`src/soc_defines.svh`:
```
`ifndef SOC_DEFINES_SVH
`define SOC_DEFINES_SVH

// Bus widths
`define ADDR_W 16
`define DATA_W 32

// Slaves and the region field in the top address bits
`define N_SLAVES 4
`define SEL_W 2

// Byte address widths of the two RAMs
`define BOOT_ADDR_W 8
`define RAM_ADDR_W 10

// Clock cycles per serial bit
`define UART_DIV 4

`endif

```
`src/soc_map_pkg.sv`:
```
`include "soc_defines.svh"

package soc_map_pkg;

   // Bus vectors
   typedef logic [`ADDR_W-1:0] addr_t;
   typedef logic [`DATA_W-1:0] word_t;

   // One strobe per byte lane, all zeros is a read
   typedef logic [`DATA_W/8-1:0] wstrb_t;

   // Regions of the address space, taken from the top address bits
   typedef enum logic [`SEL_W-1:0] {
      SLV_BOOT = 2'd0,
      SLV_RAM  = 2'd1,
      SLV_UART = 2'd2,
      SLV_SRST = 2'd3
   } slave_idx_t;

endpackage

```
`src/slave_bus_if.sv`:
```
`timescale 1ns/1ps

interface slave_bus_if;
   import soc_map_pkg::*;

   // Request side, driven by the decoder
   logic   valid;
   addr_t  addr;
   word_t  wdata;
   wstrb_t wstrb;

   // Response side, driven by the slave
   logic   ready;
   word_t  rdata;

   modport master (
      output valid,
      output addr,
      output wdata,
      output wstrb,
      input  ready,
      input  rdata
   );

   modport slave (
      input  valid,
      input  addr,
      input  wdata,
      input  wstrb,
      output ready,
      output rdata
   );

   // Return path only needs the handshake and the data
   modport monitor (
      input valid,
      input ready,
      input rdata
   );

endinterface

```
`src/reset_ctrl.sv`:
```
`timescale 1ns/1ps

module reset_ctrl (
   input  logic       clk,
   input  logic       reset,
   slave_bus_if.slave bus,
   output logic       boot,
   output logic       cpu_reset
);

   logic ready_q;
   logic soft_reset;
   logic accept;
   logic is_write;

   assign accept   = bus.valid && !ready_q;
   assign is_write = bus.wstrb != '0;

   always_ff @(posedge clk or posedge reset) begin
      if (reset) begin
         ready_q    <= 1'b0;
         soft_reset <= 1'b0;
         boot       <= 1'b1;
      end else begin
         ready_q    <= accept;
         // Pulse lines up with the ready of the write
         soft_reset <= accept && is_write;
         // Flag drops the cycle after the pulse and stays down
         if (soft_reset) begin
            boot <= 1'b0;
         end
      end
   end

   assign bus.ready = ready_q;

   // Register has nothing to read back
   assign bus.rdata = '0;

   assign cpu_reset = reset | soft_reset;

endmodule

```
`src/flat_wrapper.sv`:
```
// flat-port wrapper written by rule: the top's interface ports become plain ports
module reset_ctrl_flat 
  (clk, reset, boot, cpu_reset, bus_valid, bus_addr, bus_wdata, bus_wstrb, bus_ready, bus_rdata);
  slave_bus_if bus_i ();
  input  logic clk;
  input  logic reset;
  output logic boot;
  output logic cpu_reset;
  input wire logic [$bits(bus_i.valid)-1:0] bus_valid;
  input wire logic [$bits(bus_i.addr)-1:0] bus_addr;
  input wire logic [$bits(bus_i.wdata)-1:0] bus_wdata;
  input wire logic [$bits(bus_i.wstrb)-1:0] bus_wstrb;
  output wire logic [$bits(bus_i.ready)-1:0] bus_ready;
  output wire logic [$bits(bus_i.rdata)-1:0] bus_rdata;
  assign bus_i.valid = bus_valid;
  assign bus_i.addr = bus_addr;
  assign bus_i.wdata = bus_wdata;
  assign bus_i.wstrb = bus_wstrb;
  assign bus_ready = bus_i.ready;
  assign bus_rdata = bus_i.rdata;
  reset_ctrl u_core (.clk(clk), .reset(reset), .bus(bus_i), .boot(boot), .cpu_reset(cpu_reset));
endmodule
```
`config.mk`:
```
export PLATFORM = sky130hd
export DESIGN_NAME = reset_ctrl_flat
export DESIGN_NICKNAME = d
export VERILOG_FILES = /design/src/soc_map_pkg.sv /design/src/slave_bus_if.sv /design/src/reset_ctrl.sv /design/src/flat_wrapper.sv
export VERILOG_INCLUDE_DIRS = /design/src
export SDC_FILE = /design/constraint.sdc
export NUM_CORES = 1
export LEC_CHECK = 0
export ABC_AREA = 0
export ABC_CLOCK_PERIOD_IN_PS = 800
export BUFFER_PORTS_ARGS = -buffer_cell sky130_fd_sc_hd__buf_2
export CAP_MARGIN = 0
export CELL_PAD_IN_SITES_DETAIL_PLACEMENT = 1
export CELL_PAD_IN_SITES_GLOBAL_PLACEMENT = 2
export CORE_MARGIN = 4
export CORE_UTILIZATION = 10
export DETAILED_ROUTE_END_ITERATION = 6
export PLACE_DENSITY_LB_ADDON = 0.1
export SLEW_MARGIN = 20
export SYNTH_ARGS = -nofsm -noshare
export SYNTH_HDL_FRONTEND = slang
export SYNTH_SLANG_ARGS = --single-unit
```
`constraint.sdc`:
```
create_clock -name clk -period 0.8 [get_ports clk]
set_clock_uncertainty 0.15 [all_clocks]
set_input_delay 0 -clock clk [delete_from_list [all_inputs] [get_ports clk]]
set_output_delay 0 -clock clk [all_outputs]
set_load 0.05 [all_outputs]
```
Yosys cells after proc, flatten, opt, wreduce, memory -nomap -nowiden. Index checks and enable logic that the tools add are counted.

Flip-flop bits (word level): 3. Bits of input ports: 55. Logic and storage cells: 8.

Bitwise gates (word level): 1. Reduce and logical (&&, ||, !) cells: 4.

Operators by type and width (count): $reduce_bool 4->1 (1); $logic_and 1x1->1 (2); $logic_not 1->1 (1); $or 1x1->1 (1).

Depth between registers and ports, before layout.
Depth after elaboration: 3. Gate-level depth with buffers: 2. Mapped depth without buffers: 2.

Worst setup path before layout. Ideal clock, no wire load.

Kind: flip-flop to flip-flop. Start: reg u_core.ready_q (netlist: u_core.bus.ready). End: reg u_core.soft_reset. Data arrival time: 0.828 ns. Setup slack: -0.307 ns. Stages on the path, launching flop included: 3. Path buffers: 0. Period minus slack after synthesis: 1.107 ns. Cells stage by stage: dfrtp_1 nor2b_1 o41a_1.

Word-level cells in the longest chain between the ends: 3.

RTL lines: start: declaration (RTL line reset_ctrl.sv:11) `logic ready_q;`; start signal: assignment (RTL line reset_ctrl.sv:25) `ready_q <= accept;`; $logic_not 1->1 (RTL line reset_ctrl.sv:16) `assign accept = bus.valid && !ready_q;`; $logic_and 1x1->1 (RTL line reset_ctrl.sv:16); named net u_core.accept (RTL line reset_ctrl.sv:13) `logic accept;`; $logic_and 1x1->1 (RTL line reset_ctrl.sv:27) `soft_reset <= accept && is_write;`; end signal: assignment (RTL line reset_ctrl.sv:27); end: declaration (RTL line reset_ctrl.sv:12) `logic soft_reset;`.

The timed path passes the listed nets, and every way through them passes these cells. A chain may end at the register's enable or synchronous reset.

Worst setup path in the final report.
Start: reg u_core.soft_reset. End: out cpu_reset.

Word-level cells in the longest chain between the ends: 1.

RTL lines: $or 1x1->1 (RTL line reset_ctrl.sv:40) `assign cpu_reset = reset | soft_reset;`; end: declaration (RTL line flat_wrapper.sv:8) `output logic cpu_reset;`.

No other way between the ends.

==> metrics.cfg <==
[cts]
htree_levels = 1
clk-insertion-delay-late_ns = 0.24
path_clk_slew_ns = 0.04
cts.sinks = 3
holdBufCountCts = 1
clockRootBuffer = clkbuf_4
numCtsBuffers = 3
clockBufferDepth = 2
cts_tree = built

[cells_and_area]
layoutNonFillerInstCount = 102
n_fill_cell = 406
final_nets = 112
area_delta_synth_final_pct = 19.8
fin_util = 0.125
design_area_um2 = 424
final_common_cell = conb_1
diodes = 0
final_cell_mix = conb_1, buf_2, clkbuf_4, buf_8, buf_4
drive_above_1_share = 0.339

[routing]
routed_wl_um = 635
drt-initial-drc-count = 11
firstDrtPassIters = 2
num_vias = 198
ant_nets = 0
drc = 0
routedWlPerCell_um = 6.23
avgViaCountPerCell = 1.94

[synthesis]
syn_inst = 41
synth_cell_type_count = 8
yosysSeqAreaShare = 0.216
yosys_register_bits = 3
postSynthAreaPerCell_um2 = 8.64
syn_area_um2 = 354
ys_warn_count = 0

[grt]
antenna_found_initial = 0
grt_pass1_vias = 172
grt_max_degree = 4
grt_use_total = 0.0282
grt-ovfl-total = 0
grt_pass1_wl_um = 786

[pwr]
power_mw = 0.859
p_per_area_nw_per_um2 = 2020
ir_drop_v = 0.000346
leakage_nw = 0.228

[sta]
hold_viol_final = 2
setup_violations = 6
timing.final.crit_share = 1.42
tns_ns = -0.977
rsz0062_at_grt = true
post-route-min-period_ns = 1.14
holdWs_ns = -0.164
finalWorstSetupSlack_ns = -0.337
report.final.slew_viol_count = 0
max_freq_mhz = 880

[placed_design]
dp_hpwl_um = 550
place_congestion = 0.551
place_area_um2 = 344
placed_cells = 96
portBuffers = 9
place_ws_ns = -0.138

[setup_path]
arrival_ns = 0.99
worstSetupPathType = flip-flop to output pin
end_kind = output pin
crit_required_ns = 0.65
cp_max_fo = 2
startpoint_type = flip-flop

[status]
violations = hold timing, setup timing
status = finished with violations

[hold_path]
hp-class = input port to flip-flop

[die]
core_region_area_um2 = 3390
die_w_um = 67.5
die_h_um = 67.5
row_count = 21
io_pins = 90
die-area_um2 = 4560
initial_utilization = 0.104

[run]
maxCapViolCount = 0

-- power breakdown --
part | switching [mW] | internal [mW] | total [mW]
registers | 0.00486 | 0.161 | 0.165
clock network | 0.0844 | 0.187 | 0.272
logic | 0.374 | 0.0477 | 0.421
total | 0.463 | 0.396 | 0.859
-- metal layers --
| layer | vias up | GRT usage | part of all wire |
|---|---|---|---|
| met2 | 24 | 0.0279 | 0.42 |
| met1 | 82 | 0.0278 | 0.36 |
| met3 | 2 | 0.0316 | 0.21 |
| li1 | 90 | - | - |
| met4 | 0 | 0.0304 | 0.013 |
| met5 | - | 0 | 0 |
-- what timing repair did --
action / CTS / global route
resized for setup: 11 / 0
hold endpoints to repair: 5 / 2
endpoints found under the setup margin: 6 / 6
setup buffers: 1 / 0
-- flip-flops by register name, summed over array words and instances, names as in the netlist --
signal             cells
u_core.boot            1
u_core.bus.ready       1
u_core.soft_reset      1
-- area by class of cell --
type                    count  area, µm²  share of cell area
multi-input cells          36        163               0.383
inverters                   1       3.75             0.00885
clock buffers               4       26.3              0.0619
repair buffers             12       96.3               0.227
well taps                  46       57.6               0.136
flip-flops and latches      3       77.6               0.183
-- synth_stat cells --
cell | instances | area (µm²)
dfrtp_1 | 2 | 50.1
inv_1 | 1 | 3.75
nor2b_1 | 2 | 12.5
buf_4 | 32 | 240
conb_1 | 1 | 3.75
o41a_1 | 1 | 11.3
or2_2 | 1 | 6.26
dfstp_2 | 1 | 26.3
-- path summary, 6_finish.rpt --
kind | start | end | slack (ns) | cells after the start
setup / recovery | u_core.soft_reset | cpu_reset | -0.34 | 2
hold / removal | bus_wstrb[0] | u_core.soft_reset | -0.16 | 2
setup reg to reg | u_core.bus.ready | u_core.soft_reset | -0.09 | 2
hold reg to reg | u_core.boot | u_core.boot | 0.34 | 1
max in group asynchronous | reset | u_core.boot | 0.24 | 3
min in group asynchronous | reset | u_core.soft_reset | 0.05 | 3
-- worst max-delay path, stage by stage, from the launching register on --
cell and delay (ns):
dfrtp_1 0.37, or2_4 0.23, buf_8 0.15
-- kinds of logic (layout without fill, tap and decap cells) --
kind of cell | count (synthesis) | count (layout) | share of synthesized area
and+or+nand+nor | 3 | 3 | 0.0530
DFF | 3 | 3 | 0.216
AOI/OAI and AO/OA | 1 | 1 | 0.0318
other | 1 | 32 | 0.0106
buffers and inverters | 33 | 17 | 0.689
(Power assumes the default switching activity.)
