$ cat config.mk
export PLATFORM = sky130hd
export DESIGN_NAME = read_return_flat
export DESIGN_NICKNAME = d
export VERILOG_FILES = /design/src/soc_map_pkg.sv /design/src/slave_bus_if.sv /design/src/read_return.sv /design/src/flat_wrapper.sv
export VERILOG_INCLUDE_DIRS = /design/src
export SDC_FILE = /design/constraint.sdc
export NUM_CORES = 1
export LEC_CHECK = 0
export ABC_AREA = 1
export BUFFER_PORTS_ARGS = -buffer_cell sky130_fd_sc_hd__buf_2
export CELL_PAD_IN_SITES_DETAIL_PLACEMENT = 0
export CELL_PAD_IN_SITES_GLOBAL_PLACEMENT = 1
export CORE_MARGIN = 2
export CORE_UTILIZATION = 24
export DETAILED_ROUTE_END_ITERATION = 8
export MAX_ROUTING_LAYER = met4
export PLACE_DENSITY_LB_ADDON = 0.08
export RECOVER_POWER = 50
export SLEW_MARGIN = 20
export SYNTH_ARGS = -nofsm -noshare
export SYNTH_HDL_FRONTEND = slang
export SYNTH_SLANG_ARGS = --single-unit
$ cat constraint.sdc
create_clock -name vclk -period 1.6
set_input_delay 0.32 -clock vclk [all_inputs]
set_output_delay 0.32 -clock vclk [all_outputs]
set_load 0.005 [all_outputs]
$ cat src/soc_defines.svh
`ifndef SOC_DEFINES_SVH
`define SOC_DEFINES_SVH

// Bus widths
`define ADDR_W 16
`define DATA_W 32

// Slaves and the region field in the top address bits
`define N_SLAVES 4
`define SEL_W 2

// Byte address widths of the two RAMs
`define BOOT_ADDR_W 8
`define RAM_ADDR_W 10

// Clock cycles per serial bit
`define UART_DIV 4

`endif

$ cat src/soc_map_pkg.sv
`include "soc_defines.svh"

package soc_map_pkg;

   // Bus vectors
   typedef logic [`ADDR_W-1:0] addr_t;
   typedef logic [`DATA_W-1:0] word_t;

   // One strobe per byte lane, all zeros is a read
   typedef logic [`DATA_W/8-1:0] wstrb_t;

   // Regions of the address space, taken from the top address bits
   typedef enum logic [`SEL_W-1:0] {
      SLV_BOOT = 2'd0,
      SLV_RAM  = 2'd1,
      SLV_UART = 2'd2,
      SLV_SRST = 2'd3
   } slave_idx_t;

endpackage

$ cat src/slave_bus_if.sv
`timescale 1ns/1ps

interface slave_bus_if;
   import soc_map_pkg::*;

   // Request side, driven by the decoder
   logic   valid;
   addr_t  addr;
   word_t  wdata;
   wstrb_t wstrb;

   // Response side, driven by the slave
   logic   ready;
   word_t  rdata;

   modport master (
      output valid,
      output addr,
      output wdata,
      output wstrb,
      input  ready,
      input  rdata
   );

   modport slave (
      input  valid,
      input  addr,
      input  wdata,
      input  wstrb,
      output ready,
      output rdata
   );

   // Return path only needs the handshake and the data
   modport monitor (
      input valid,
      input ready,
      input rdata
   );

endinterface

$ cat src/read_return.sv
`timescale 1ns/1ps

module read_return (
   slave_bus_if.monitor       m_boot,
   slave_bus_if.monitor       m_ram,
   slave_bus_if.monitor       m_uart,
   slave_bus_if.monitor       m_srst,
   output soc_map_pkg::word_t mem_rdata,
   output logic               mem_ready
);

   // At most one valid is high, the decoder makes sure of that
   always_comb begin
      mem_rdata = '0;
      mem_ready = 1'b0;
      if (m_boot.valid) begin
         mem_rdata = m_boot.rdata;
         mem_ready = m_boot.ready;
      end else if (m_ram.valid) begin
         mem_rdata = m_ram.rdata;
         mem_ready = m_ram.ready;
      end else if (m_uart.valid) begin
         mem_rdata = m_uart.rdata;
         mem_ready = m_uart.ready;
      end else if (m_srst.valid) begin
         mem_rdata = m_srst.rdata;
         mem_ready = m_srst.ready;
      end
   end

endmodule

$ cat src/flat_wrapper.sv
// flat-port wrapper written by rule: the top's interface ports become plain ports
module read_return_flat 
  (mem_rdata, mem_ready, m_boot_valid, m_boot_ready, m_boot_rdata, m_ram_valid, m_ram_ready, m_ram_rdata, m_uart_valid, m_uart_ready, m_uart_rdata, m_srst_valid, m_srst_ready, m_srst_rdata);
  slave_bus_if m_boot_i ();
  slave_bus_if m_ram_i ();
  slave_bus_if m_uart_i ();
  slave_bus_if m_srst_i ();
  output soc_map_pkg::word_t mem_rdata;
  output logic mem_ready;
  input wire logic [$bits(m_boot_i.valid)-1:0] m_boot_valid;
  input wire logic [$bits(m_boot_i.ready)-1:0] m_boot_ready;
  input wire logic [$bits(m_boot_i.rdata)-1:0] m_boot_rdata;
  input wire logic [$bits(m_ram_i.valid)-1:0] m_ram_valid;
  input wire logic [$bits(m_ram_i.ready)-1:0] m_ram_ready;
  input wire logic [$bits(m_ram_i.rdata)-1:0] m_ram_rdata;
  input wire logic [$bits(m_uart_i.valid)-1:0] m_uart_valid;
  input wire logic [$bits(m_uart_i.ready)-1:0] m_uart_ready;
  input wire logic [$bits(m_uart_i.rdata)-1:0] m_uart_rdata;
  input wire logic [$bits(m_srst_i.valid)-1:0] m_srst_valid;
  input wire logic [$bits(m_srst_i.ready)-1:0] m_srst_ready;
  input wire logic [$bits(m_srst_i.rdata)-1:0] m_srst_rdata;
  assign m_boot_i.valid = m_boot_valid;
  assign m_boot_i.ready = m_boot_ready;
  assign m_boot_i.rdata = m_boot_rdata;
  assign m_ram_i.valid = m_ram_valid;
  assign m_ram_i.ready = m_ram_ready;
  assign m_ram_i.rdata = m_ram_rdata;
  assign m_uart_i.valid = m_uart_valid;
  assign m_uart_i.ready = m_uart_ready;
  assign m_uart_i.rdata = m_uart_rdata;
  assign m_srst_i.valid = m_srst_valid;
  assign m_srst_i.ready = m_srst_ready;
  assign m_srst_i.rdata = m_srst_rdata;
  read_return u_core (.m_boot(m_boot_i), .m_ram(m_ram_i), .m_uart(m_uart_i), .m_srst(m_srst_i), .mem_rdata(mem_rdata), .mem_ready(mem_ready));
endmodule
# [Yosys cells after proc, flatten, opt, wreduce, memory -nomap -nowiden]
# Cells that the tools add are included.
[totals] out_inout_bits=33 regBits=0 ramBits=0 latchBits=0 mem_bits_ro=0 wordCells=8 memories=0
[op_classes] addsub=0 n_shift=0 n_mux=8 reduce_logical=0 order_cmp=0 n_eq_ne=0 n_mul=0 bitwise_logic=0 div=0
[ops] cell="32-bit two-way mux" n=4
[ops] cell="1-bit two-way mux" n=4

# [Logic depth before layout (Yosys ltp)]
[depth] word_depth=4 ltp_mapped=7 ltp_nobuf=5

# [Worst setup path after synthesis]
# No wires, ideal clock.
[synth_path] path_type="input -> output" from="input m_uart_valid" to="output mem_rdata[21]" n_path_buf=2 cell_stages=7 arrival_time_ns=0.850 path_slack_ns=0.430 cell_sequence="buf_6 inv_8 buf_12 nand3_2 nand2_1 nand2_1 nand2_1"
[synth_between] elab_chain_cells=3
[synth_rtl] element="start: declaration" line_no="flat_wrapper.sv:16" text="input wire logic [$bits(m_uart_i.valid)-1:0] m_uart_valid;"
[synth_rtl] element="32-bit two-way mux" line_no="read_return.sv:22" text="end else if (m_uart.valid) begin"
[synth_rtl] element="32-bit two-way mux" line_no="read_return.sv:19" text="end else if (m_ram.valid) begin"
[synth_rtl] element="32-bit two-way mux" line_no="read_return.sv:16" text="if (m_boot.valid) begin"
[synth_rtl] element="end: declaration" line_no="flat_wrapper.sv:8" text="output soc_map_pkg::word_t mem_rdata;"
# Every way passes these cells.

# [Worst setup path in the final report]
[layout_path] from="input m_uart_valid" to="output mem_rdata[20]"
# Same word-level chain as after synthesis.

==> impl_metrics.py <==
metrics = {
    "sta": {
        "timing.final.ws_setup_ns": 0.144,
        "finalSetupTns_ns": 0,
        "fin_crit_sh_pct": 91.0,
        "worst_pin_slew_ns": 0.261,
        "setup_violations": 0,
        "fin_crit_ns": 1.46,
        "hold_violations": 0,
        "slew_headroom_pct": 82.6,
        "rsz0062_at_grt": "no",
        "fmax_ghz": 0.687,
        "slew_violations": 0,
    },
    "place": {
        "hpwl_um": 4440,
        "io_buffers": 169,
        "gp_congestion": 0.783,
        "post-place-ws_ns": 0.161,
    },
    "routing": {
        "postRouteAntennaNets": 0,
        "drt_iter0_drc": 38,
        "drc": 0,
        "via_count": 2269,
        "drt-vias-per-instance": 4.36,
        "first_pass_iters": 4,
        "finalWirelength_um": 5810,
        "avgRoutedWirePerCell_um": 11.1,
    },
    "synth": {
        "synth.distinct_cells": 12,
        "seq_area_frac_synth_pct": 0,
        "syn_inst": 290,
        "yosysMostFrequentCell": "nand2_1",
        "synth.area.top_cells": "nand2_1 30%, nand3_2 18%, a21oi_2 16%, a21oi_1 11%, inv_1 7.4%",
        "ys_top_cells_by_count": "132 x nand2_1, 36 x a21oi_1, 33 x inv_1, 30 x a21oi_2, 30 x nand3_2",
        "avgSynthCellArea_um2": 5.74,
        "synth_nets": 426,
        "synth_warnings": 0,
        "synth_largest_area_cell": "nand2_1",
        "synth_area_um2": 1670,
        "synth_top_area_share_pct": 29.8,
    },
    "min_path": {
        "hold_class": "input pin to primary output",
        "hold_path_startpoint": "m_boot_rdata[30]",
        "worstHoldPathCells": 4,
        "holdPathEnd": "mem_rdata[30]",
    },
    "pwr": {
        "p_int_uw": 302,
        "peakVddDrop_mv": 0.149,
        "p_comb_share_pct": 100.0,
        "clkPwrFrac_pct": 0,
        "sw_frac_of_total_pct": 50.6,
        "p_sw_uw": 309,
        "seq_power_share_pct": 0,
        "p_leak_nw": 1.46,
        "finalPower_uw": 611,
        "power_density_nw_per_um2": 251,
    },
    "finish": {
        "antenna_cells": 0,
        "nClkBuffers": 0,
        "fin_nets": 579,
        "ff_latch_area_um2": 0,
        "area_growth_pct": 45.9,
        "seq_cells": 0,
        "multi_input_area_um2": 1220,
        "nFillCells": 800,
        "final_core_util_pct": 36.0,
        "drive_gt1_share_pct": 51.7,
    },
    "global_routing": {
        "grt_max_degree": 46,
        "grt_antenna_before_repair": 0,
        "grt_pass1_vias": 2085,
        "grt_use_met2_pct": 26.9,
        "grt.busiest_layer": "met2",
        "grtUsageTotal_pct": 14.3,
        "grt_use_met3_pct": 0.853,
        "grt_pass1_wl_um": 9010,
        "grt.met1_usage_pct": 17.7,
        "overflow": 0,
    },
    "worst_setup_path": {
        "crit_start": "m_uart_valid",
        "critPathMaxFanout": 33,
        "worstPathArrival_ns": 1.14,
        "max_stage_delay_ns": 0.20,
        "cp.required_ns": 1.28,
        "end_kind": "primary output",
        "crit_chain": "clkbuf_2, buf_12, a21oi_1, nand2_1, nand2_1, nand2_1, buf_2",
        "startpoint_type": "input pin",
        "worstSetupPathType": "input pin to primary output",
        "slowest_stage": "buf_12",
        "cp_common_cell": "nand2_1",
    },
    "floorplanning": {
        "die_y_um": 87.3,
        "core-area_um2": 6760,
        "die_area_um2": 7620,
        "io_pins": 169,
        "die_w_um": 87.3,
        "rows": 30,
        "start_util_pct": 24.6,
    },
    "run": {
        "drv_cap": 0,
    },
    "outcome": {
        "status": "finished clean",
    },
    "clock_tree": {
        "ctsResizeCount": 0,
        "hold_buffers": 0,
        "post_cts_buffers": 0,
    },
}
## cell families after synthesis
family | Yosys count | share of synthesized area, %
buf+inv | 59 | 24.7
simple gates | 165 | 48.7
compound gates | 66 | 26.6
## power groups by stage
| stage | sequential (mW) | clock (mW) | combinational (mW) |
|---|---|---|---|
| global placement | 0 | 0 | 0.622 |
| floorplan | 0 | 0 | 0.368 |
| detailed placement | 0 | 0 | 0.625 |
| finish | 0 | 0 | 0.611 |
| global route | 0 | 0 | 0.692 |
| CTS | 0 | 0 | 0.628 |
## final cells by class
type / instances / area share [%]
inverter: 34 / 5.56
multi-input combinational: 231 / 50.4
tap: 80 / 4.12
timing repair buffer: 176 / 39.9
## layout by cell type, fill, tap and decap left out, drive strengths merged
| cell | synthesis | routed |
|---|---|---|
| a21oi | 66 | 66 |
| buf | 25 | 172 |
| nand3 | 33 | 33 |
| inv | 34 | 34 |
| nand2 | 132 | 132 |
| clkbuf | 0 | 4 |
## stage by stage
step	hold slack (ns)	area [um2]	std cells
floorplan	0.729	1670	290
global placement	0.898	2460	521
detailed placement	0.902	2460	521
CTS	0.902	2460	521
global route	0.917	2430	521
finish	0.897	2430	521
## how the worst max path moves through the flow
stage / endpoint / slack, ns
detailed placement: mem_rdata[20] / 0.16
global placement: mem_rdata[31] / 0.18
floorplan: mem_rdata[21] / 0.43
finish: mem_rdata[20] / 0.14
global route: mem_rdata[20] / 0.06
CTS: mem_rdata[31] / 0.16
## layer usage
metal / vias up / wire length, um
met5: - / 0
met4: 0 / 0
met3: 0 / 476
met2: 93 / 2730
met1: 962 / 2600
li1: 1214 / -
## critical path, delay by kind of cell
| kind | cells | cell delay (ns) |
|---|---|---|
| simple gates | 3 | 0.19 |
| compound gates | 1 | 0.15 |
| buf+inv | 3 | 0.48 |
No activity file was read; power rests on OpenSTA's default activity.
