## src/soc_defines.svh

```systemverilog
`ifndef SOC_DEFINES_SVH
`define SOC_DEFINES_SVH

// Bus widths
`define ADDR_W 16
`define DATA_W 32

// Slaves and the region field in the top address bits
`define N_SLAVES 4
`define SEL_W 2

// Byte address widths of the two RAMs
`define BOOT_ADDR_W 8
`define RAM_ADDR_W 10

// Clock cycles per serial bit
`define UART_DIV 4

`endif

```

## src/soc_map_pkg.sv

```systemverilog
`include "soc_defines.svh"

package soc_map_pkg;

   // Bus vectors
   typedef logic [`ADDR_W-1:0] addr_t;
   typedef logic [`DATA_W-1:0] word_t;

   // One strobe per byte lane, all zeros is a read
   typedef logic [`DATA_W/8-1:0] wstrb_t;

   // Regions of the address space, taken from the top address bits
   typedef enum logic [`SEL_W-1:0] {
      SLV_BOOT = 2'd0,
      SLV_RAM  = 2'd1,
      SLV_UART = 2'd2,
      SLV_SRST = 2'd3
   } slave_idx_t;

endpackage

```

## src/uart_pkg.sv

```systemverilog
package uart_pkg;

   // One serial character
   typedef logic [7:0] uart_byte_t;

   // Transmitter frame phases
   typedef enum logic [1:0] {
      IDLE,
      START,
      DATA,
      STOP
   } uart_state_t;

endpackage

```

## src/slave_bus_if.sv

```systemverilog
`timescale 1ns/1ps

interface slave_bus_if;
   import soc_map_pkg::*;

   // Request side, driven by the decoder
   logic   valid;
   addr_t  addr;
   word_t  wdata;
   wstrb_t wstrb;

   // Response side, driven by the slave
   logic   ready;
   word_t  rdata;

   modport master (
      output valid,
      output addr,
      output wdata,
      output wstrb,
      input  ready,
      input  rdata
   );

   modport slave (
      input  valid,
      input  addr,
      input  wdata,
      input  wstrb,
      output ready,
      output rdata
   );

   // Return path only needs the handshake and the data
   modport monitor (
      input valid,
      input ready,
      input rdata
   );

endinterface

```

## src/uart_tx.sv

```systemverilog
`timescale 1ns/1ps

`include "soc_defines.svh"

module uart_tx (
   input  logic       clk,
   input  logic       reset,
   slave_bus_if.slave bus,
   output logic       txd
);
   import uart_pkg::*;

   uart_state_t                   state;
   uart_byte_t                    shift;
   logic [$clog2(`UART_DIV)-1:0]  div_cnt;
   logic [2:0]                    bit_cnt;
   logic                          ready_q;
   logic                          is_write;
   logic                          busy;
   logic                          bit_end;
   logic                          accept;
   logic                          load;

   assign is_write = bus.wstrb != '0;
   assign busy     = state != IDLE;
   assign bit_end  = div_cnt == `UART_DIV - 1;

   // Status reads always go through, writes wait for IDLE
   assign accept = bus.valid && !ready_q && (!is_write || !busy);
   assign load   = accept && is_write;

   always_ff @(posedge clk or posedge reset) begin
      if (reset) begin
         ready_q <= 1'b0;
         state   <= IDLE;
         div_cnt <= '0;
         bit_cnt <= '0;
         txd     <= 1'b1;
      end else begin
         ready_q <= accept;

         // Line follows the state one cycle late
         case (state)
            START:   txd <= 1'b0;
            DATA:    txd <= shift[0];
            default: txd <= 1'b1;
         endcase

         if (state == IDLE) begin
            div_cnt <= '0;
         end else if (bit_end) begin
            div_cnt <= '0;
         end else begin
            div_cnt <= div_cnt + 1'b1;
         end

         case (state)
            IDLE: begin
               if (load) begin
                  state <= START;
               end
            end
            START: begin
               if (bit_end) begin
                  state   <= DATA;
                  bit_cnt <= '0;
               end
            end
            DATA: begin
               if (bit_end) begin
                  bit_cnt <= bit_cnt + 1'b1;
                  if (bit_cnt == 3'd7) begin
                     state <= STOP;
                  end
               end
            end
            STOP: begin
               if (bit_end) begin
                  state <= IDLE;
               end
            end
            default: state <= IDLE;
         endcase
      end
   end

   // LSB first, next bit moves to position 0 at each bit end
   always_ff @(posedge clk) begin
      if (load) begin
         shift <= bus.wdata[7:0];
      end else if (state == DATA && bit_end) begin
         shift <= shift >> 1;
      end
   end

   assign bus.ready = ready_q;
   assign bus.rdata = {{(`DATA_W-1){1'b0}}, busy};

endmodule

```

## src/flat_wrapper.sv

```systemverilog
// flat-port wrapper written by rule: the top's interface ports become plain ports
module uart_tx_flat import uart_pkg::*;
  (clk, reset, txd, bus_valid, bus_addr, bus_wdata, bus_wstrb, bus_ready, bus_rdata);
  slave_bus_if bus_i ();
  input  logic clk;
  input  logic reset;
  output logic txd;
  input wire logic [$bits(bus_i.valid)-1:0] bus_valid;
  input wire logic [$bits(bus_i.addr)-1:0] bus_addr;
  input wire logic [$bits(bus_i.wdata)-1:0] bus_wdata;
  input wire logic [$bits(bus_i.wstrb)-1:0] bus_wstrb;
  output wire logic [$bits(bus_i.ready)-1:0] bus_ready;
  output wire logic [$bits(bus_i.rdata)-1:0] bus_rdata;
  assign bus_i.valid = bus_valid;
  assign bus_i.addr = bus_addr;
  assign bus_i.wdata = bus_wdata;
  assign bus_i.wstrb = bus_wstrb;
  assign bus_ready = bus_i.ready;
  assign bus_rdata = bus_i.rdata;
  uart_tx u_core (.clk(clk), .reset(reset), .bus(bus_i), .txd(txd));
endmodule
```

## config.mk

```make
export PLATFORM = sky130hd
export DESIGN_NAME = uart_tx_flat
export DESIGN_NICKNAME = d
export VERILOG_FILES = /design/src/soc_map_pkg.sv /design/src/uart_pkg.sv /design/src/slave_bus_if.sv /design/src/uart_tx.sv /design/src/flat_wrapper.sv
export VERILOG_INCLUDE_DIRS = /design/src
export SDC_FILE = /design/constraint.sdc
export NUM_CORES = 1
export LEC_CHECK = 0
export ABC_AREA = 1
export ABC_CLOCK_PERIOD_IN_PS = 2900
export BUFFER_PORTS_ARGS = -buffer_cell sky130_fd_sc_hd__buf_2
export CAP_MARGIN = 15
export CORE_MARGIN = 1.5
export CORE_UTILIZATION = 42
export CTS_CLUSTER_DIAMETER = 60
export DETAILED_ROUTE_END_ITERATION = 8
export PLACE_DENSITY = 0.84
export SLEW_MARGIN = 25
export SYNTH_ARGS = -nofsm -noshare
export SYNTH_HDL_FRONTEND = slang
export SYNTH_SLANG_ARGS = --single-unit
```

## constraint.sdc

```tcl
create_clock -name clk -period 2.9 [get_ports clk]
set_input_delay 0.87 -clock clk [delete_from_list [all_inputs] [get_ports clk]]
set_output_delay 0.87 -clock clk [all_outputs]
set_load 0.02 [all_outputs]
```

# After elaboration in Yosys (flattened, before gate mapping)
# Cells that the tools add are included.
# op_classes
bitwise	0
div_mod_pow	0
muxes	14
shifts	0
multipliers	0
order_cmp	0
n_reduce_logical	15
n_eq_ne	10
addsub	2
# op_table
operator	n
two-way mux 8 bit	2
two-way mux 2 bit	7
inequality test 2 x 1 -> 1 bit, second input constant	5
one-hot mux 2 bit (4 select lines)	1
== test 2 bit, second input constant	3
two-way mux 3 bit	2
one-hot mux 3 bit (2 select lines)	1
nonzero test 2 bit	3
AND reduction 5 bit	1
logical AND 1 bit	4
nonzero test 4 bit	1
adder 3 x 1 -> 3 bit, second input constant	1
== test 3 bit, second input constant	1
zero test 1 bit	3
AND reduction 3 bit	1
adder 2 x 1 -> 2 bit, second input constant	1
== test 2 x 1 -> 1 bit, second input constant	1
zero test 2 bit	1
one-hot mux 1 bit (2 select lines)	1
logical OR 1 bit	1
# word_totals
inputBits	55
memories	0
output_inout_bits	34
regBits	17
mem_bits_ro	0
ram_bits	0
latchBits	0

# Depth between registers and ports, before layout
# Gate-level depths: netlist of run 1.
# depth
depth_word	7
depth_mapped	8
ltp_nobuf	8

# Least setup slack after synthesis of run 1
# Ideal clock, no wire load.
# synth_path
path_type	input port to flip-flop
startpoint	input port bus_valid
endpoint	register u_core.shift[0], enable pin
setup_ps	384
arrival_time_ps	1649
stages	5
slack_ps	867
t_required_ps	2516
path_cell_list	inv_1 > nor2_1 > nand3_2 > buf_6 > o21ai_0
# synth_between
elab_chain_len	4
# synth_lines
item	line_no	source
from (decl)	flat_wrapper.sv:8	input wire logic [$bits(bus_i.valid)-1:0] bus_valid;
logical AND 1 bit (2 in series)	uart_tx.sv:29	assign accept = bus.valid && !ready_q && (!is_write || !busy);
logical AND 1 bit	uart_tx.sv:30	assign load = accept && is_write;
nonzero test 2 bit (no line)	-	
to (signal assigned)	uart_tx.sv:90	shift <= bus.wdata[7:0];
to (signal assigned)	uart_tx.sv:92	shift <= shift >> 1;
to (decl)	uart_tx.sv:14	uart_byte_t shift;
# No other way between the ends.
# A chain may end at the register's enable or synchronous reset.

# Final worst setup path of run 1
# layout_path
startpoint	register u_core.state[0]
endpoint	output port bus_rdata[0]
# layout_between
elab_chain_len	1
# layout_lines
item	line_no	source
from (decl)	uart_tx.sv:13	uart_state_t state;
from (signal assigned)	uart_tx.sv:35	state <= IDLE;
from (signal assigned)	uart_tx.sv:60	state <= START;
from (signal assigned)	uart_tx.sv:65	state <= DATA;
nonzero test 2 bit	uart_tx.sv:25	assign busy = state != IDLE;
to (decl)	flat_wrapper.sv:13	output wire logic [$bits(bus_i.rdata)-1:0] bus_rdata;
# No other way between the ends.

==> run metrics, run 1 <==
crit path kind=reg -> out; CTS clock-pin slew for the worst setup and hold paths=110 ps; Final Cycle Share=76.7%; largest net degree at the start of global routing=17; pwr dens=slightly below 900 mW/mm^2; minimum clock period=~2200 ps; Leak Pwr=approximately 0.63 nW; cts hold-fix bufs=0; vias in the first global route=635; Top Usage Layer GRT=met2; total routed wirelength=~1500 um; Max Clock Skew=about 6.1 ps; Die Wd=55.4 um; CTS Buffer Depth=2; Main synth FF type=edfxtp_1; EDFF count, synth=8; Area Growth Syn to Fin=1.85%; GR Layer Usage met3=5.15%; Hold Path Sink=u_core.div_cnt[0]$_DFF_PP0_; Final HPWL DP=about 1200 um; total number of vias=693; WP data arrival=1350 ps; RSZ-0062 raised after global routing=false; Placer Congestion=0.731; dpl cells=between 150 and 200; max_cap viols=0; DRT iter0 DRCs=8; Max-slew headroom=about half; initial core utilization=between 40% and 50%; most frequent cells after synthesis=buf_4 (32), nand2_1 (21), inv_1 (16); synthesized cell area=between 0.001 and 0.0015 sq mm; reg2reg start=u_core.state[0]$_DFFE_PP0P_; Reg area=approximately 470 sq um; final hold vios=0; Final #Nets=just over 200; WL per Instance=~8.5 um; I/O Buffers=17; post-CTS setup buffers=0; fmax=~450 MHz; Root Driver=clkbuf_4; count of different cell masters after synthesis=21; later-pin clock latency in the skew report=between 200 and 300 ps; DR DRC count=0; pre-CTS WS=around 890 ps; Avg Cell Area, Syn=about 9.3 sq um; critical path endpoint category=primary output; global router's overall resource usage=10.7%; Post-Syn Instances=124; #FFs+latches synth=17; worst hold stages=1; met2 Track Usage GR=approximately 16%; DR vias/cell=roughly 4; Critical Path Source Type=register; drt first pass iters=5; Non-Filler Instances=approximately 170; R2R Setup Slk=1000 ps; fraction of layout cells with a size suffix above 1=25.9%; Max Slew Vio Count=0; Post-CTS Resized=0; most area-hungry cell type in the Yosys netlist=buf_4; diode count=0; global route overflow=0; main area contributors after synthesis=buf_4 (21%), edfxtp_1 (21%), dfrtp_1 (17%); Final Instance Area=between 0.001 and 0.0015 sq mm; first-pass GRT wire length=around 2700 um; chip height=~55 um; ys async rst share=roughly 53%; Worst EP required=between 2000 and 2500 ps; core area=0.00254 sq mm; Fill cells=roughly 260; Worst R2R Path Depth=4; outcome=completed; Worst Setup Slack, final=between 600 and 700 ps; Final Power=1.02 mW; worst-margin pin slew=slightly above 700 ps; YS warnings=0; RR Endpoint=u_core.shift[2]$_DFFE_PP_; most frequent cell after synthesis=buf_4; CP max FO=5; multi-input logic area=485 sq um; # rows=18; share of the synthesized area in the top cell type=a little over a fifth; min-delay worst type=reg -> reg; GR Util met1=roughly 14%; initial antenna violation count=0; area post-placement=0.00114 sq mm; TritonCTS clock tree=yes; final setup fails=0; Sink Count=17; Top Ports=89; Inserted Clock Buffers=3; final core occ=between 40 and 50%; sum of negative setup slack=0 ps; Die ar.=~0.003 sq mm; worst vdd ir=around 440 uV; register area share after synthesis=roughly two fifths; H-Tree Depth=1; antenna-violating nets left=0; final hold slack=451 ps; HP Start=u_core.div_cnt[0]$_DFF_PP0_
## area by class of cell
cell class,instances,share of cell area (%)
clock buffers,3,1.92
flip-flops and latches,17,39.8
repair buffers,18,7.90
clock inverters,1,0.640
well taps,30,3.20
multi-input cells,88,41.4
inverters,16,5.12
## state kept, by name (all words and copies together) (netlist names)
register          count
u_core.div_cnt        2
u_core.txd            1
u_core.state          2
u_core.shift          8
u_core.bit_cnt        3
u_core.bus.ready      1
## placed cells by master (no fill, tap or decap), drive strengths merged
cell type  instances
nor2               5
nor3               1
dfstp              1
buf               18
clkinvlp           1
a21boi             1
edfxtp             8
o21ai             13
nand3              4
or2                2
dfrtp              8
inv               16
conb              31
nand2             23
clkbuf             3
ha                 8
## how the worst max path moves through the flow
stage | cells after the start | slack, ps | endpoint | from
floorplan | 5 | 870 | u_core.shift[0]$_DFFE_PP_ | bus_valid
global placement | 4 | 710 | u_core.shift[2]$_DFFE_PP_ | u_core.state[0]$_DFFE_PP0P_
detailed placement | 5 | 890 | u_core.shift[2]$_DFFE_PP_ | bus_valid
CTS | 4 | 660 | bus_rdata[0] | u_core.state[0]$_DFFE_PP0P_
global route | 4 | 540 | bus_rdata[0] | u_core.state[1]$_DFFE_PP0P_
finish | 4 | 680 | bus_rdata[0] | u_core.state[0]$_DFFE_PP0P_
## power breakdown
| part | switching (mW) | internal, mW | total [mW] |
|---|---|---|---|
| clock | 0.0779 | 0.0525 | 0.130 |
| sequential | 0.0374 | 0.359 | 0.396 |
| combinational | 0.318 | 0.176 | 0.494 |
| total | 0.433 | 0.587 | 1.02 |
## cell families after synthesis
group	count (synthesis)	share of synthesized area, %
fa+ha+maj	8	8.70
compound gates	14	9.89
simple gates	35	13.5
flops	17	40.5
buf+inv	49	27.1
other cells	1	0.326
## metal layers
layer  vias to the layer above  share of wire [%]
li1                        361                  -
met3                         0                6.0
met2                        24                 47
met1                       308                 47
met4                         0                  0
met5                         -                  0
## worst max-delay path, stage by stage, from the launching register on
cell and delay (ps):
dfrtp_1 440, inv_1 120, ha_1 270, inv_1 70, buf_2 160
Power figures use the tool's default switching activity.
==> run 2: changes to the inputs <==
--- a/config.mk
+++ b/config.mk
@@ -7,14 +7,14 @@
 export NUM_CORES = 1
 export LEC_CHECK = 0
 export ABC_AREA = 1
-export ABC_CLOCK_PERIOD_IN_PS = 2900
+export ABC_CLOCK_PERIOD_IN_PS = 2100
 export BUFFER_PORTS_ARGS = -buffer_cell sky130_fd_sc_hd__buf_2
 export CAP_MARGIN = 15
 export CORE_MARGIN = 1.5
-export CORE_UTILIZATION = 42
+export CORE_UTILIZATION = 39
 export CTS_CLUSTER_DIAMETER = 60
 export DETAILED_ROUTE_END_ITERATION = 8
-export PLACE_DENSITY = 0.84
+export PLACE_DENSITY = 0.79
 export SLEW_MARGIN = 25
 export SYNTH_ARGS = -nofsm -noshare
 export SYNTH_HDL_FRONTEND = slang
==> constraint.sdc (replaced) <==
create_clock -name clk -period 2.1 [get_ports clk]
set_input_delay 0.63 -clock clk [delete_from_list [all_inputs] [get_ports clk]]
set_output_delay 0.63 -clock clk [all_outputs]
set_load 0.02 [all_outputs]
==> run metrics, run 2 (synthesis gave the netlist of run 1 again) <==
Critical Path Source Type=register; Post-CTS Resized=0 (unchanged); initial core utilization=41.4% (-3.8 points); Worst R2R Path Depth=5 (+1); Max Clock Skew=3.42 ps (-2.71 ps); Critical Path Most Common Cell=inv_1; Area Growth Syn to Fin=2.28%; TritonCTS clock tree=yes; slowest stage delay, CP=420 ps (-20 ps); Die Wd=57.3 um (+3.6%); sum of negative setup slack=0 ps (unchanged); dpl cells=171 (+1.2%); Top Ports=89 (unchanged); # rows=19 (+1); final hold vios=0 (unchanged); Root Driver=clkbuf_4; CP cell instances=inv_1, ha_1, inv_1, buf_2; WP data arrival=1340 ps (about the same); final core occ=42.3% (-3.7 points); H-Tree Depth=1 (unchanged); core area=0.00278 sq mm (+9.3%); minimum clock period=approximately 2000 ps; Final Cycle Share=93.6%; reg2reg start=u_core.state[0]$_DFFE_PP0P_; total routed wirelength=1420 um (-3.3%); WL per Instance=8.12 um (-4.4%); global route overflow=0 (unchanged); Sink Count=17 (unchanged); CTS Buffer Depth=2 (unchanged); fraction of layout cells with a size suffix above 1=25.7% (-0.18 points); crit path kind=reg -> out; vias in the first global route=604 (-4.9%); critical path endpoint category=primary output; cts hold-fix bufs=0 (unchanged); Reg with most FFs=u_core.shift; max_cap viols=0 (unchanged); antenna-violating nets left=0 (unchanged); commonest non-fill, non-tap cell in the layout=conb_1; most frequent cells in the layout=conb_1 (31), nand2_1 (21), buf_2 (17), inv_1 (16); post-CTS setup buffers=0 (unchanged); CP endpoint=bus_rdata[0]; RR Endpoint=u_core.shift[7]$_SDFFCE_PP0P_; outcome=completed; chip height=57.3 um (+3.6%); final setup fails=0 (unchanged); Fill cells=281 (+9.8%); later-pin clock latency in the skew report=300 ps (about the same); first-pass GRT wire length=2270 um (-15%); initial antenna violation count=0 (unchanged); DRT iter0 DRCs=11 (+3); fmax=509 MHz; I/O Buffers=17 (unchanged); cell depth of the worst setup path=4 (unchanged); DR DRC count=0 (unchanged); worst vdd ir=614 uV (+39%); min-delay worst type=in -> async; Worst EP required=1470 ps (-560 ps); global router's overall resource usage=9.45% (-1.3 points); Non-Filler Instances=175 (+1.2%); DR vias/cell=4.06 (+1.3%); Inserted Clock Buffers=3 (unchanged); Max Slew Vio Count=0 (unchanged); drt first pass iters=2 (-3); Final HPWL DP=1150 um (-1.7%); pwr dens=1190 mW/mm^2 (+37%); Die ar.=0.00329 sq mm (+7.3%); R2R Setup Slk=550 ps (-450 ps); RSZ-0062 raised after global routing=false; CTS clock-pin slew for the worst setup and hold paths=100 ps (about the same); Crit path max-delay family=flip-flops; Setup crit start=u_core.state[0]$_DFFE_PP0P_; final hold slack=269 ps (-182 ps); max reg flops=8 (unchanged); diode count=0 (unchanged); CP max FO=5 (unchanged); total number of vias=710 (+2.5%); slowest CP cell=dfrtp_1; Final #Nets=208 (+0.48%); CP bufs+invs=3 (unchanged); largest registers=u_core.shift (8), u_core.bit_cnt (3); Leak Pwr=0.639 nW (+1.0%); Placer Congestion=0.808 (+11%); largest net degree at the start of global routing=17 (unchanged)
[run 2: cell count changes in the layout (fill, tap and decap cells not counted), sizes merged]
cell and change:
buf +1, clkbuf +1, clkinvlp -1
[run 2: layer usage]
layer | GRT usage, % | routed length, um | up-vias
li1 | - | - | 363
met1 | 9.97 | 602 | 317
met2 | 14.9 | 682 | 26
met3 | 1.36 | 76 | 4
met4 | 11.0 | 59 | 0
met5 | 0 | 0 | -
[run 2: worst reg2reg max path, cell delays in order, from the launching register on]
cell and delay (ps):
dfrtp_1 420, inv_1 120, ha_1 280, inv_1 100
o21ai_0 160, buf_4 190
[run 2: area by class of cell]
| cell class | instances | area, sq um | share of cell area (%) |
|---|---|---|---|
| clock buffer | 4 | 26.3 | 2.23 |
| inverter | 16 | 60.1 | 5.10 |
| multi-input combinational | 88 | 485 | 41.2 |
| sequential | 17 | 467 | 39.6 |
| tap | 31 | 38.8 | 3.29 |
| timing repair buffer | 19 | 100 | 8.50 |
[run 2: worst min-delay path by stage]
| stage | start | end | slack (ps) | cells past startpoint |
|---|---|---|---|---|
| floorplan | u_core.div_cnt[0]$_DFF_PP0_ | u_core.div_cnt[0]$_DFF_PP0_ | 410 | 1 |
| global placement | u_core.div_cnt[0]$_DFF_PP0_ | u_core.div_cnt[0]$_DFF_PP0_ | 430 | 1 |
| detailed placement | u_core.div_cnt[0]$_DFF_PP0_ | u_core.div_cnt[0]$_DFF_PP0_ | 440 | 1 |
| CTS | reset | u_core.bit_cnt[1]$_DFFE_PP0P_ | 280 | 2 |
| global route | reset | u_core.bus.ready$_DFF_PP0_ | 280 | 2 |
| finish | reset | u_core.bus.ready$_DFF_PP0_ | 270 | 2 |
[run 2: per-stage QoR]
stage | instance area [sq um] | power [mW] | setup WS (ps)
floorplan | 1260 | 1.17 | 265
global route | 1180 | 1.53 | 15.7
detailed placement | 1150 | 1.25 | 452
finish | 1180 | 1.40 | 134
global placement | 1150 | 1.23 | 468
CTS | 1180 | 1.43 | 113
[run 2: power by group]
part / internal, mW / total [mW] / switching [mW]
Combinational: 0.251 / 0.684 / 0.433
Sequential: 0.495 / 0.544 / 0.0491
Clock: 0.0741 / 0.177 / 0.103
==> run 3: changes to the inputs <==
--- a/config.mk
+++ b/config.mk
@@ -6,7 +6,6 @@
 export SDC_FILE = /design/constraint.sdc
 export NUM_CORES = 1
 export LEC_CHECK = 0
-export ABC_AREA = 1
 export ABC_CLOCK_PERIOD_IN_PS = 2100
 export BUFFER_PORTS_ARGS = -buffer_cell sky130_fd_sc_hd__buf_2
 export CAP_MARGIN = 15
@@ -14,7 +13,7 @@
 export CORE_UTILIZATION = 39
 export CTS_CLUSTER_DIAMETER = 60
 export DETAILED_ROUTE_END_ITERATION = 8
-export PLACE_DENSITY = 0.79
+export PLACE_DENSITY = 0.8
 export SLEW_MARGIN = 25
 export SYNTH_ARGS = -nofsm -noshare
 export SYNTH_HDL_FRONTEND = slang
==> run metrics, run 3 <==
register area share after synthesis=41.6% (+1.1 points); TritonCTS clock tree=yes; Root Driver=clkbuf_4; chip height=56.6 um (-1.2%); CTS clock-pin slew for the worst setup and hold paths=100 ps (about the same); Reg with most FFs=u_core.shift; critical path endpoint category=primary output; fraction of layout cells with a size suffix above 1=27.5% (+1.8 points); most frequent cells in the layout=conb_1 (31), buf_2 (17), dfrtp_1 (8), edfxtp_1 (8); Critical Path Source Type=register; most frequent cells after synthesis=buf_4 (32), dfrtp_1 (8), edfxtp_1 (8), ha_1 (8); largest net degree at the start of global routing=12 (-5); Avg Cell Area, Syn=11.0 sq um (+18%); count of different cell masters after synthesis=24 (+14%); diode count=0 (unchanged); YS warnings=0 (unchanged); final hold vios=0 (unchanged); drt first pass iters=4 (+2); sum of negative setup slack=0 ps (unchanged); antenna-violating nets left=0 (unchanged); final core occ=41.7% (-0.59 points); most frequent cell after synthesis=buf_4; DRT iter0 DRCs=16 (+5); Max Slew Vio Count=0 (unchanged); Die ar.=0.00321 sq mm (-2.5%); Critical Path Most Common Cell=inv_1; pre-CTS WS=134 ps (-318 ps); CP cell instances=inv_1, ha_2, inv_1, buf_2; most area-hungry cell type in the Yosys netlist=buf_4; pwr dens=1180 mW/mm^2 (-1.3%); WL per Instance=11.4 um (+40%); Placer Congestion=0.802 (-0.71%); slowest CP cell=dfrtp_1; min-delay worst type=in -> async; core area=0.00273 sq mm (-1.7%); RR Endpoint=u_core.shift[2]$_DFFE_PP_; initial core utilization=41.0% (-0.38 points); R2R Setup Slk=520 ps (-30 ps); #FFs+latches synth=17 (unchanged); DR DRC count=0 (unchanged); global route overflow=0 (unchanged); Worst R2R Path Depth=4 (-1); RSZ-0062 raised after global routing=false; synthesized cell area=0.00112 sq mm (-2.6%); ys async rst share=52.9% (unchanged); first-pass GRT wire length=2780 um (+22%); slowest stage delay, CP=410 ps (about the same); H-Tree Depth=1 (unchanged); Main synth FF type=edfxtp_1; Leak Pwr=0.561 nW (-12%); later-pin clock latency in the skew report=300 ps (about the same); share of the synthesized area in the top cell type=21.4% (+0.56 points); Max Clock Skew=2.12 ps (-1.31 ps); commonest non-fill, non-tap cell in the layout=conb_1; cts hold-fix bufs=0 (unchanged); Top Ports=89 (unchanged); Worst EP required=1470 ps (about the same); Worst Setup Slack, final=112 ps (-22.5 ps); Final HPWL DP=1320 um (+15%); worst vdd ir=655 uV (+6.7%); Inserted Clock Buffers=3 (unchanged); crit path kind=reg -> out; Sink Count=17 (unchanged); DR vias/cell=4.35 (+7.2%); # rows=19 (unchanged); Area Growth Syn to Fin=1.79%; EDFF count, synth=8 (unchanged); Final #Nets=184 (-12%); max_cap viols=0 (unchanged); I/O Buffers=17 (unchanged); fmax=503 MHz (-1.1%); CTS Buffer Depth=2 (unchanged); main area contributors after synthesis=buf_4 (21%), edfxtp_1 (21%), dfrtp_1 (18%); Setup crit start=u_core.state[0]$_DFFE_PP0P_; total number of vias=657 (-7.5%); CP max FO=6 (+1); outcome=completed; initial antenna violation count=0 (unchanged); Die Wd=56.6 um (-1.2%); global router's overall resource usage=11.4% (+2.0 points); largest registers=u_core.shift (8), u_core.bit_cnt (3); CP bufs+invs=3 (unchanged); Final Cycle Share=94.7% (+1.1 points); minimum clock period=1990 ps (+22.5 ps); final setup fails=0 (unchanged); Crit path max-delay family=flip-flops; Post-Syn Instances=102 (-18%); vias in the first global route=603 (-0.17%); total routed wirelength=1720 um (+21%); reg2reg start=u_core.state[0]$_DFFE_PP0P_; WP data arrival=1360 ps (+20 ps); max reg flops=8 (unchanged)
==> run 3: layer usage <==
| metal | GRT usage [%] | vias to the layer above | part of all wire, % |
|---|---|---|---|
| met5 | 0 | - | 0 |
| met4 | 5.10 | 0 | 1.9 |
| met3 | 2.30 | 3 | 7.2 |
| met2 | 20.3 | 30 | 51 |
| met1 | 13.1 | 313 | 40 |
| li1 | - | 311 | - |
==> run 3: per-stage QoR <==
stage               hold slack (ps)  area, sq um  std cells  total power [mW]
floorplan                       415         1230        132              1.07
global placement                425         1110        147              1.11
detailed placement              439         1110        147              1.16
CTS                             301         1140        151              1.33
global route                    316         1140        151              1.44
finish                          278         1140        151              1.34
==> run 3: report_power, final <==
part	leakage [nW]	switching, mW	internal (mW)
clock	0.0150	0.105	0.0742
combinational	0.358	0.381	0.247
sequential	0.188	0.0488	0.488
total	0.561	0.534	0.809
==> run 3: worst max path at each step <==
| stage | depth (start not counted) | endpoint | slack, ps |
|---|---|---|---|
| detailed placement | 5 | u_core.shift[2]$_DFFE_PP_ | 130 |
| global placement | 5 | u_core.shift[0]$_DFFE_PP_ | 180 |
| floorplan | 4 | u_core.shift[0]$_DFFE_PP_ | 360 |
| CTS | 4 | bus_rdata[0] | 60 |
| finish | 4 | bus_rdata[0] | 110 |
| global route | 4 | bus_rdata[0] | 50 |
==> run 3: area by class of cell <==
cell class | instances | area, sq um
Fill cell | 261 | 1590
Clock buffer | 4 | 26.3
Sequential cell | 17 | 467
Tap cell | 31 | 38.8
Multi-Input combinational cell | 75 | 498
Inverter | 7 | 26.3
Timing Repair Buffer | 17 | 85.1
==> run 3: cell families after synthesis <==
group           count (synthesis)  share of synthesized area [%]
flops                          17                           41.6
other cells                     1                          0.335
buf+inv                        40                           24.2
compound gates                  7                           5.02
simple gates                   18                           9.04
fa+ha+maj                       8                           8.93
mux                            11                           10.8
==> run 3: repair_timing <==
item	in CTS	in global routing
setup buffers	0	0
resized for setup	0	1
endpoints found under the setup margin	0	1
